[config.mk]
export PLATFORM = sky130hd
export DESIGN_NAME = cb_cmd_seq
export DESIGN_NICKNAME = d
export VERILOG_FILES = /design/src/rtl/cb_ctrl_pkg.sv /design/src/rtl/cb_cmd_seq.sv
export SDC_FILE = /design/constraint.sdc
export NUM_CORES = 1
export LEC_CHECK = 0
export ABC_CLOCK_PERIOD_IN_PS = 3290
export BUFFER_PORTS_ARGS = -buffer_cell sky130_fd_sc_hd__buf_2
export CAP_MARGIN = 5
export CELL_PAD_IN_SITES_DETAIL_PLACEMENT = 1
export CELL_PAD_IN_SITES_GLOBAL_PLACEMENT = 2
export CORE_MARGIN = 2
export CORE_UTILIZATION = 30
export DETAILED_ROUTE_END_ITERATION = 8
export PLACE_DENSITY_LB_ADDON = 0.2
export SYNTH_ARGS = -nofsm -noshare
export SYNTH_HDL_FRONTEND = slang
export SYNTH_SLANG_ARGS = --single-unit
[constraint.sdc]
create_clock -name clk -period 3.29 [get_ports clk]
set_clock_uncertainty 0.05 [all_clocks]
set_input_delay 0.329 -clock clk [delete_from_list [all_inputs] [get_ports clk]]
set_output_delay 0.329 -clock clk [all_outputs]
set_load 0.03 [all_outputs]
[src/rtl/cb_ctrl_pkg.sv]
`default_nettype none

package cb_ctrl_pkg;

  localparam int ROW_AW     = 6;  // Row address width of the covariance block.
  localparam int SEQ_CNT_DW = 2;  // Step counter width.

  // Source groups for the write row.
  localparam logic [2:0] SEL_GRP_IDLE = 3'b000;
  localparam logic [2:0] SEL_GRP_C    = 3'b001;
  localparam logic [2:0] SEL_GRP_POSE = 3'b101;
  localparam logic [2:0] SEL_GRP_LM   = 3'b110;

  // Copy directions for C rows.
  localparam logic [1:0] DIR_IDLE = 2'b00;
  localparam logic [1:0] DIR_POS  = 2'b01;
  localparam logic [1:0] DIR_NEG  = 2'b10;
  localparam logic [1:0] DIR_NEW  = 2'b11;

  // Command opcodes.
  localparam logic [1:0] OP_C    = 2'd0;  // One C row.
  localparam logic [1:0] OP_POSE = 2'd1;  // Three pose rows.
  localparam logic [1:0] OP_LM   = 2'd2;  // Two landmark rows.

  typedef struct packed {
    logic [2:0] grp;
    logic [1:0] dir;
  } cb_sel_t;

  typedef struct packed {
    logic [1:0]        op;
    logic [1:0]        dir;
    logic              l_k_0;
    logic [ROW_AW-1:0] base_row;
  } cb_cmd_t;

endpackage

`default_nettype wire

[src/rtl/cb_cmd_seq.sv]
`default_nettype none

module cb_cmd_seq (
  input  logic                                clk,
  input  logic                                sys_rst,
  input  logic                                cmd_req,
  input  cb_ctrl_pkg::cb_cmd_t                cmd,
  output logic                                cmd_ack,
  output cb_ctrl_pkg::cb_sel_t                sel,
  output logic [cb_ctrl_pkg::SEQ_CNT_DW-1:0]  seq_cnt,
  output logic                                l_k_0,
  output logic                                wr_en,
  output logic [cb_ctrl_pkg::ROW_AW-1:0]      wr_addr
);

  typedef enum logic [1:0] {
    IDLE,
    RUN,
    WAIT_WB,
    ACK
  } state_t;

  state_t state;

  logic [cb_ctrl_pkg::SEQ_CNT_DW-1:0] last_step;   // Row count of the latched command.
  logic                               step_vld;    // A select is being presented to the mapper.
  logic [cb_ctrl_pkg::ROW_AW-1:0]     step_addr;   // Row address of the current step.
  cb_ctrl_pkg::cb_sel_t               sel_acc;
  logic [cb_ctrl_pkg::SEQ_CNT_DW-1:0] rows_acc;
  logic                               accept;

  assign accept = (state == IDLE) && cmd_req;

  // Decode the incoming opcode into a source group and a row count.
  always_comb begin
    sel_acc.grp = cb_ctrl_pkg::SEL_GRP_IDLE;
    sel_acc.dir = cb_ctrl_pkg::DIR_IDLE;
    rows_acc    = 2'd1;
    case (cmd.op)
      cb_ctrl_pkg::OP_C: begin
        sel_acc.grp = cb_ctrl_pkg::SEL_GRP_C;
        sel_acc.dir = cmd.dir;  // Only C rows carry a direction.
      end
      cb_ctrl_pkg::OP_POSE: begin
        sel_acc.grp = cb_ctrl_pkg::SEL_GRP_POSE;
        rows_acc    = 2'd3;
      end
      cb_ctrl_pkg::OP_LM: begin
        sel_acc.grp = cb_ctrl_pkg::SEL_GRP_LM;
        rows_acc    = 2'd2;
      end
      default: begin
        // Unknown opcodes write a single zero row.
      end
    endcase
  end

  always_ff @(posedge clk) begin
    if (sys_rst) begin
      state    <= IDLE;
      sel      <= '{grp: cb_ctrl_pkg::SEL_GRP_IDLE, dir: cb_ctrl_pkg::DIR_IDLE};
      seq_cnt  <= '0;
      l_k_0    <= 1'b0;
      step_vld <= 1'b0;
      cmd_ack  <= 1'b0;
    end else begin
      case (state)
        IDLE: begin
          if (cmd_req) begin
            state    <= RUN;
            sel      <= sel_acc;
            seq_cnt  <= 2'd1;
            l_k_0    <= cmd.l_k_0;
            step_vld <= 1'b1;
          end
        end
        RUN: begin
          if (seq_cnt == last_step) begin
            state    <= WAIT_WB;
            sel      <= '{grp: cb_ctrl_pkg::SEL_GRP_IDLE, dir: cb_ctrl_pkg::DIR_IDLE};
            seq_cnt  <= '0;
            step_vld <= 1'b0;
          end else begin
            seq_cnt <= seq_cnt + 1'b1;
          end
        end
        WAIT_WB: begin
          state   <= ACK;  // The last row is written at this edge.
          cmd_ack <= 1'b1;
        end
        ACK: begin
          if (!cmd_req) begin
            state   <= IDLE;
            cmd_ack <= 1'b0;
          end
        end
        default: state <= IDLE;
      endcase
    end
  end

  always_ff @(posedge clk) begin
    if (accept) begin
      last_step <= rows_acc;
      step_addr <= cmd.base_row;
    end else if (state == RUN) begin
      step_addr <= step_addr + 1'b1;
    end
    wr_addr <= step_addr;  // Lines up with the mapper's output register.
  end

  always_ff @(posedge clk) begin
    if (sys_rst) begin
      wr_en <= 1'b0;
    end else begin
      wr_en <= step_vld;
    end
  end

endmodule

`default_nettype wire

==> impl_metrics.toml <==
[global_routing]
grt_pass1_wl_um = 4070
grt_usage_pct = 12.6
grt_overflow = 0
antenna_found_initial = 0
grt_max_degree = 18
grt_pass1_vias = 866

[timing]
tightest_slew_ps = 622
setup_tns_ps = 0
hold_viol = 0
slew_headroom_pct = 58.1
rsz0062_at_grt = "false"
finalCritPeriodShare_pct = 57.0
fin_ws_ps = 1420
hold_ws_ps = 237
maxSlewViolCount = 0
finalSetupViolCount = 0
fin_crit_ps = 1870
max_freq_ghz = 0.533

[route]
viasPerCell = 4.76
met3WireLength_um = 118
firstDrtPassIters = 3
drtIter0Drc = 50
dr.max_layer_used = "met4"
met1Wirelength_um = 1140
vias = 919
wl_um = 2560
drcViolationCount = 0
wl_met2_um = 1270
ant_nets = 0
wl_per_cell_um = 13.3

[hold_path]
min_path_type = "primary input to register"
hold_depth = 3
hp-start = "cmd[6]"
hold_end = "l_k_0"

[pwr]
vdd_ir_drop_max_v = 0.000285
p_per_area_nw_per_um2 = 968
p_leak_uw = 0.000609

[synthesis]
synth_cells = 115
ys_seq_area_share_pct = 53.0
synth_nets = 139
ys_warn_count = 0
ys_ff_latch = 27
netlist_area_um2 = 1170
async_flop_share_pct = 0
synth_edf_count = 8
ys_dominant_reg_cell = "dfxtp_1"
synth_cell_type_count = 28
avgSynthCellArea_um2 = 10.2

[placement]
place_inst = 189
dp_hpwl_um = 1990
gp_congestion = 0.659
port_buffers = 29
dp_slack_ps = 1420

[worst_setup_path]
crit_required_ps = 3280
worstPathCellList = "inv_1, ha_1, nand2_1, mux2_2"
arrival_ps = 1860
critPathKind = "register to register"
end_kind = "register"
reg2reg_to = "step_addr[1]"
reg2reg_from = "state[0]"
r2r_setup_slack_ps = 1420
startpoint_type = "register"
slowest_stage = "nand2_1"
worstRegToRegCells = 4
max_stage_delay_ps = 450
crit_fanout = 17

[clocking]
cts_sinks = 27
root_buffer = "clkbuf_8"
post-cts-setup-buffer-count = 0
clk_pin_slew_ps = 100
cts_max_level = 1
cts_made_buffers = 3
tritoncts = "yes"
clk_path_buf_depth = 2
cts_hold_buf = 0
ctsResizeCount = 0
clock_latency_ps = 270

[final_layout]
n_antenna_cell = 0
layout_common_cells = "buf_2, dfxtp_1, a21oi_1, nand2_1, ha_1"
syn2layout_area_growth_pct = 20.4
layout.nets = 170
layout_commonest_cell = "buf_2"
fin_cells = 193
fillers = 446
post-route-util_pct = 37.9
drive_above_1_share_pct = 24.1

[floorplan]
io_pins = 30
die_h_um = 66.4
start_util_pct = 31.5
die_area_um2 = 4410
rows = 22
die_w_um = 66.4
core_um2 = 3720

[run_status]
outcome = "complete, no violations"

[job]
cap_violations = 0
[registers in the layout (all words and copies together) (netlist names)]
name,cells
last_step,2
l_k_0,1
step_addr,6
wr_en,1
seq_cnt,2
sel,5
state,2
step_vld,1
cmd_ack,1
wr_addr,6
[metrics by stage]
stage               cell area [µm²]  power [µW]
CTS                            1410        1380
detailed placement             1360        1190
global route                   1410        1470
global placement               1360        1170
finish                         1410        1360
floorplan                      1170        1010
[kinds of logic (layout without fill, tap and decap cells)]
logic type	Yosys count	in the layout	synth area share, %
and+or+nand+nor	32	32	13.3
AOI/OAI and AO/OA	29	29	14.2
DFF	27	27	53.0
adders and majority gates	10	10	10.7
buffers and inverters	10	40	3.32
xor gates and xnor gates	6	6	4.49
muxes	1	1	0.962
[Yosys cell counts (3+ instances only)]
master	n	area [µm²]
a21oi_1	13	65.1
dfxtp_1	19	380
edfxtp_1	8	240
ha_1	10	125
inv_1	7	26.3
nand2_1	10	37.5
nand2b_1	3	18.8
nand3_1	3	15.0
nor2_1	7	26.3
nor3_1	3	15.0
o21ai_0	9	45.0
xor2_1	4	35.0
[how the worst max path moves through the flow]
stage	startpoint	endpoint	slack, ps
floorplan	state[0]	step_addr[0]	1760
detailed placement	state[0]	step_addr[1]	1420
finish	state[0]	step_addr[1]	1420
global route	state[1]	sel[2]	1280
CTS	state[0]	step_addr[1]	1410
global placement	state[0]	step_addr[1]	1530
[power by group]
| group | internal (µW) | leakage, µW | switching, µW |
|---|---|---|---|
| Clock | 84.9 | 0.0000255 | 104 |
| Combinational | 202 | 0.000350 | 393 |
| Sequential | 502 | 0.000233 | 77.3 |
| Total | 789 | 0.000609 | 574 |
[per-layer routing]
layer	vias to the layer above	track usage, %
li1	454	-
met4	0	4.59
met2	22	22.8
met3	4	3.07
met5	-	0
met1	439	14.2
[critical path: cells and delay by family (launching register included)]
family / cells / cell delay, ps
DFF: 1 / 390
muxes: 1 / 400
buffers and inverters: 1 / 100
adders and majority gates: 1 / 240
and+or+nand+nor: 1 / 450
[layout make-up]
cell class	count	area [µm²]	share of cell area [%]
repair buffers	29	145	10.3
well taps	48	60.1	4.26
flip-flops and latches	27	621	44.0
clock inverters	1	5.00	0.355
clock buffers	3	41.3	2.93
multi-input cells	78	510	36.2
inverters	7	26.3	1.87
No activity file was read; power rests on OpenSTA's default activity.
