<file path="src/rtl/cb_ctrl_pkg.sv">
`default_nettype none

package cb_ctrl_pkg;

  localparam int ROW_AW     = 6;  // Row address width of the covariance block.
  localparam int SEQ_CNT_DW = 2;  // Step counter width.

  // Source groups for the write row.
  localparam logic [2:0] SEL_GRP_IDLE = 3'b000;
  localparam logic [2:0] SEL_GRP_C    = 3'b001;
  localparam logic [2:0] SEL_GRP_POSE = 3'b101;
  localparam logic [2:0] SEL_GRP_LM   = 3'b110;

  // Copy directions for C rows.
  localparam logic [1:0] DIR_IDLE = 2'b00;
  localparam logic [1:0] DIR_POS  = 2'b01;
  localparam logic [1:0] DIR_NEG  = 2'b10;
  localparam logic [1:0] DIR_NEW  = 2'b11;

  // Command opcodes.
  localparam logic [1:0] OP_C    = 2'd0;  // One C row.
  localparam logic [1:0] OP_POSE = 2'd1;  // Three pose rows.
  localparam logic [1:0] OP_LM   = 2'd2;  // Two landmark rows.

  typedef struct packed {
    logic [2:0] grp;
    logic [1:0] dir;
  } cb_sel_t;

  typedef struct packed {
    logic [1:0]        op;
    logic [1:0]        dir;
    logic              l_k_0;
    logic [ROW_AW-1:0] base_row;
  } cb_cmd_t;

endpackage

`default_nettype wire

</file>
<file path="src/rtl/slam_cfg_pkg.sv">
`default_nettype none

package slam_cfg_pkg;

  localparam int LANES      = 4;   // Words per covariance row.
  localparam int DEF_RSA_DW = 32;  // Default word width of the estimator state.

  // Robot pose estimate.
  typedef struct packed {
    logic signed [DEF_RSA_DW-1:0] x_hat;
    logic signed [DEF_RSA_DW-1:0] y_hat;
    logic signed [DEF_RSA_DW-1:0] xita_hat;
  } pose_t;

  // Landmark position estimate.
  typedef struct packed {
    logic signed [DEF_RSA_DW-1:0] lkx_hat;
    logic signed [DEF_RSA_DW-1:0] lky_hat;
  } lm_t;

endpackage

`default_nettype wire

</file>
<file path="src/rtl/cb_dinb_map.sv">
`default_nettype none

module cb_dinb_map #(
  parameter int RSA_DW = slam_cfg_pkg::DEF_RSA_DW
) (
  input  logic                                                 clk,
  input  logic                                                 sys_rst,
  input  cb_ctrl_pkg::cb_sel_t                                 sel,
  input  logic                                                 l_k_0,
  input  logic [cb_ctrl_pkg::SEQ_CNT_DW-1:0]                   seq_cnt,
  input  slam_cfg_pkg::pose_t                                  pose,
  input  slam_cfg_pkg::lm_t                                    lm,
  input  logic signed [slam_cfg_pkg::LANES-1:0][RSA_DW-1:0]    c_row,
  output logic signed [slam_cfg_pkg::LANES-1:0][RSA_DW-1:0]    dinb
);

  logic signed [slam_cfg_pkg::LANES-1:0][RSA_DW-1:0] row_d;
  logic signed [RSA_DW-1:0] x_w;
  logic signed [RSA_DW-1:0] y_w;
  logic signed [RSA_DW-1:0] xita_w;
  logic signed [RSA_DW-1:0] lkx_w;
  logic signed [RSA_DW-1:0] lky_w;

  // Estimates are held at the default width and cut down to RSA_DW.
  assign x_w    = RSA_DW'(pose.x_hat);
  assign y_w    = RSA_DW'(pose.y_hat);
  assign xita_w = RSA_DW'(pose.xita_hat);
  assign lkx_w  = RSA_DW'(lm.lkx_hat);
  assign lky_w  = RSA_DW'(lm.lky_hat);

  always_comb begin
    row_d = '0;
    case (sel.grp)
      cb_ctrl_pkg::SEL_GRP_C: begin
        case (sel.dir)
          cb_ctrl_pkg::DIR_POS: begin
            row_d = c_row;
          end
          cb_ctrl_pkg::DIR_NEG: begin
            for (int i = 0; i < slam_cfg_pkg::LANES; i++) begin
              row_d[i] = c_row[slam_cfg_pkg::LANES-1-i];  // Lane-reversed copy.
            end
          end
          cb_ctrl_pkg::DIR_NEW: begin
            if (l_k_0) begin
              row_d[0] = c_row[0];
              row_d[1] = c_row[1];
            end else begin
              row_d[2] = c_row[0];  // New landmark sits in the upper half.
              row_d[3] = c_row[1];
            end
          end
          default: begin
            row_d = '0;
          end
        endcase
      end
      cb_ctrl_pkg::SEL_GRP_POSE: begin
        case (seq_cnt)
          2'd1: row_d[0] = x_w;
          2'd2: row_d[1] = y_w;
          2'd3: row_d[2] = xita_w;
          default: row_d = '0;
        endcase
      end
      cb_ctrl_pkg::SEL_GRP_LM: begin
        case (seq_cnt)
          2'd1: begin
            if (l_k_0) begin
              row_d[0] = lkx_w;
            end else begin
              row_d[2] = lkx_w;
            end
          end
          2'd2: begin
            if (l_k_0) begin
              row_d[1] = lky_w;
            end else begin
              row_d[3] = lky_w;
            end
          end
          default: row_d = '0;
        endcase
      end
      default: begin
        row_d = '0;  // Idle and unknown groups give a zero row.
      end
    endcase
  end

  always_ff @(posedge clk) begin
    if (sys_rst) begin
      dinb <= '0;
    end else begin
      dinb <= row_d;
    end
  end

endmodule

`default_nettype wire

</file>
<file path="config.mk">
export PLATFORM = sky130hd
export DESIGN_NAME = cb_dinb_map
export DESIGN_NICKNAME = d
export VERILOG_FILES = /design/src/rtl/cb_ctrl_pkg.sv /design/src/rtl/slam_cfg_pkg.sv /design/src/rtl/cb_dinb_map.sv
export SDC_FILE = /design/constraint.sdc
export NUM_CORES = 1
export LEC_CHECK = 0
export BUFFER_PORTS_ARGS = -buffer_cell sky130_fd_sc_hd__buf_4
export CORE_AREA = 2 2 168 170
export CTS_CLUSTER_SIZE = 10
export DETAILED_ROUTE_END_ITERATION = 10
export DIE_AREA = 0 0 170 172
export PLACE_DENSITY = 0.61
export SYNTH_ARGS = -nofsm -noshare
export SYNTH_HDL_FRONTEND = slang
export SYNTH_SLANG_ARGS = --single-unit
</file>
<file path="constraint.sdc">
create_clock -name clk -period 1.45 [get_ports clk]
set_input_delay 0.2175 -clock clk [delete_from_list [all_inputs] [get_ports clk]]
set_output_delay 0.2175 -clock clk [all_outputs]
set_load 0.03 [all_outputs]
</file>
==> flow_metrics.py <==
metrics = {
    "worst_hold_path": {
        "min_path_type": "in2reg",
        "holdCritStartpoint": "lm[13]",
        "holdPathStages": 2,
    },
    "timing": {
        "fmax_mhz": 688.0,
        "period_share_pct": 100.2,
        "rsz0062_at_grt": "no",
        "setup_violations": 1,
        "finalCriticalPeriod_ps": 1453,
        "fin_ws_ps": -3.463,
        "tightest_slew_ps": 668.9,
        "slew_headroom_pct": 55.14,
        "drv_slew": 0,
        "finalHoldViolations": 0,
    },
    "clock_network": {
        "cts_setup_buffers": 0,
        "cts_max_path_buffers": 2,
        "h-tree-depth": 4,
        "cts_buffers": 17,
        "cts_num_sinks": 128,
        "cts_root_buffer": "clkbuf_16",
        "clk_pin_slew_ps": 60,
        "cts_tree": "done",
    },
    "power_and_ir_drop": {
        "irDropWorstVdd_uv": 557.7,
        "leakagePower_uw": 0.005123,
        "p_int_uw": 7339,
        "pwr-share-clk_pct": 41.4,
        "switching_share_pct": 28.80,
        "pwr-share-comb_pct": 23.8,
        "p_seq_share_pct": 34.9,
        "net-switching-power_uw": 2968,
        "pwr_density_cell_nw_per_um2": 856.2,
    },
    "setup_path": {
        "cp-start-kind": "input pin",
        "crit_end": "dinb[71]$_SDFF_PP0_",
        "critPathArrivalTime_ps": 1720,
        "crit_start": "sel[1]",
        "cp_cell_sequence": "buf_4 > buf_4 > nand2_2 > buf_12 > buf_4 > nor3b_1 > a211oi_1 > o22ai_1",
        "critPathKind": "in2reg",
        "required_ps": 1720,
        "cp-end-kind": "flop",
        "slowest_stage": "a211oi_1",
        "crit_cells": 8,
        "cp_max_fo": 30,
        "worst_path_most_repeated_cell": "buf_4",
        "critPathTopFamily": "buffers and inverters",
        "worst-path-buf-inv": 4,
        "max_stage_delay_ps": 470,
    },
    "floorplan": {
        "fp-row-count": 61,
        "dieWidth_microns": 170,
        "ios": 426,
        "initial_core_util_pct": 25.91,
        "dieHeight_microns": 172,
        "coreArea_sq_um": 27480,
        "dieArea_sq_um": 29240,
    },
    "synthesis": {
        "synthMuxAreaShare_pct": 0,
        "yosys_warnings": 0,
        "synthCells": 845,
        "synth_top_family_by_area": "compound AO/OA/AOI/OAI gates",
        "synth-xor-area-share_pct": 0,
        "ys_ff_latch": 128,
        "synth_fa_ha_area_share_pct": 0,
        "ys_seq_area_share_pct": 35.99,
        "synth-compound-area-share_pct": 40.35,
        "avgSynthCellArea_sq_um": 8.425,
        "yosys.cell_types.count": 37,
        "synth.net_count": 1143,
        "syn_area_sq_um": 7119,
        "synth_simple_gate_area_share_pct": 16.78,
    },
    "global_routing": {
        "grt_pass1_wl_microns": 55930,
        "grtUsageTotal_pct": 25.87,
        "antenna_found_initial": 2,
        "grt_max_degree": 49,
        "grt.overflow.total": 0,
        "grt_pass1_vias": 8606,
    },
    "placement": {
        "gp_congestion": 0.9352,
        "placed_cell_area_sq_um": 11450,
        "io_buffer_count": 425,
        "hpwl_microns": 31410,
        "dp_cells": 1624,
        "place_ws_ps": -523.9,
    },
    "finish": {
        "area_growth_pct": 69.10,
        "largest_register": "dinb",
        "post-route-util_pct": 43.82,
        "final_cell_mix": "buf_4 (517), dfxtp_1 (128), nor2_1 (85)",
        "num-nets-final": 1595,
        "nFillCells": 2759,
        "largestRegisters": "dinb: 128 flops",
        "final_cell_area_sq_um": 12040,
        "drive_gt1_share_pct": 44.72,
        "diodes": 0,
        "mostFrequentLayoutCell": "buf_4",
        "largest_reg_flops": 128,
        "stdcell_count": 1654,
    },
    "drt": {
        "drt-initial-drc-count": 1106,
        "first_pass_iters": 8,
        "ant_nets": 0,
        "drc_errors": 0,
        "wl_per_cell_microns": 24.14,
        "vias": 9106,
        "vias_per_cell": 5.505,
        "routed_wl_microns": 39920,
    },
    "outcome": {
        "status": "complete, but fails checks",
        "violations": "setup timing",
    },
    "job": {
        "max-cap-violations": 0,
    },
}
## power by group through the flow
stage / Clock (uW) / Combinational, uW / Sequential, uW
6_report: 4260 / 2450 / 3590
5_1_grt: 4480 / 2580 / 3600
4_1_cts: 4320 / 2410 / 3590
3_5_place_dp: 0 / 2400 / 3670
3_3_place_gp: 0 / 2390 / 3670
2_1_floorplan: 0 / 797 / 3780
## cell usage after synthesis
| master | n | area (sq um) |
|---|---|---|
| nor2_2 | 1 | 6.260 |
| o22ai_1 | 32 | 200.2 |
| a221oi_1 | 1 | 8.760 |
| nor3b_1 | 34 | 255.2 |
| nand4b_1 | 1 | 8.760 |
| or3_1 | 1 | 6.260 |
| a21oi_1 | 13 | 65.06 |
| nor2b_1 | 3 | 18.77 |
| a22o_1 | 31 | 271.5 |
| and4_1 | 1 | 8.760 |
| nand2_1 | 75 | 281.5 |
| nor2_1 | 87 | 326.6 |
| buf_2 | 19 | 95.09 |
| o21ai_0 | 24 | 120.1 |
| nand2b_1 | 34 | 212.7 |
| a32o_1 | 32 | 320.3 |
| buf_4 | 4 | 30.03 |
| and3b_1 | 1 | 8.760 |
| o2bb2ai_1 | 1 | 8.760 |
| and2b_1 | 1 | 7.510 |
| nand3b_1 | 3 | 22.52 |
| a2bb2oi_1 | 30 | 262.8 |
| nand4bb_1 | 1 | 11.26 |
| o21ai_1 | 7 | 35.03 |
| a21o_1 | 1 | 7.510 |
| a22oi_1 | 75 | 563.0 |
| buf_1 | 5 | 18.77 |
| dfxtp_1 | 128 | 2562 |
| inv_1 | 1 | 3.750 |
| nor3_2 | 2 | 20.02 |
| buf_6 | 6 | 67.56 |
| a222oi_1 | 21 | 210.2 |
| a211oi_1 | 31 | 232.7 |
| o22a_1 | 32 | 280.3 |
| a31oi_1 | 1 | 6.260 |
| a32oi_1 | 32 | 280.3 |
| clkbuf_1 | 73 | 274.0 |
## worst min path at each step
stage                      endpoint  slack (ps)
4_1_cts         dinb[99]$_SDFF_PP0_          10
3_3_place_gp   dinb[125]$_SDFF_PP0_         440
3_5_place_dp    dinb[99]$_SDFF_PP0_         450
6_report       dinb[109]$_SDFF_PP0_          30
2_1_floorplan  dinb[125]$_SDFF_PP0_         340
5_1_grt        dinb[125]$_SDFF_PP0_          20
## per-stage QoR
stage	setup TNS [ps]	hold slack (ps)	power (uW)
2_1_floorplan	0	343.0	4581
3_3_place_gp	-17340	442.9	6064
5_1_grt	0	22.34	10660
3_5_place_dp	-19280	447.8	6069
6_report	-3.463	26.52	10310
4_1_cts	0	13.02	10320
## per-layer routing
layer	vias to the layer above	wire (microns)	GRT usage [%]	share of wire (%)
met3	44	3712	5.402	9.3
met4	4	640	5.834	1.6
met5	-	24	0	0.060
met1	4333	18140	37.89	45
met2	537	17400	38.78	44
li1	4188	-	-	-
## logic make-up after synthesis
family	after synthesis
AOI/OAI and AO/OA	364
buffers and inverters	108
DFF	128
and+or+nand+nor	245
## cell type report
type	instances	area [sq um]	area share [%]
Multi-Input combinational cell	609	4138	34.37
Clock inverter	11	117.6	0.9769
Sequential cell	128	2562	21.28
Timing Repair Buffer	540	4342	36.06
Clock buffer	19	442.9	3.679
Tap cell	346	432.9	3.596
Inverter	1	3.754	0.03118
## repair_timing
action,in CTS,in global routing
setup endpoints to repair,3,3
gates resized for setup,3,3
hold buffers,0,0
(Power assumes the default switching activity.)
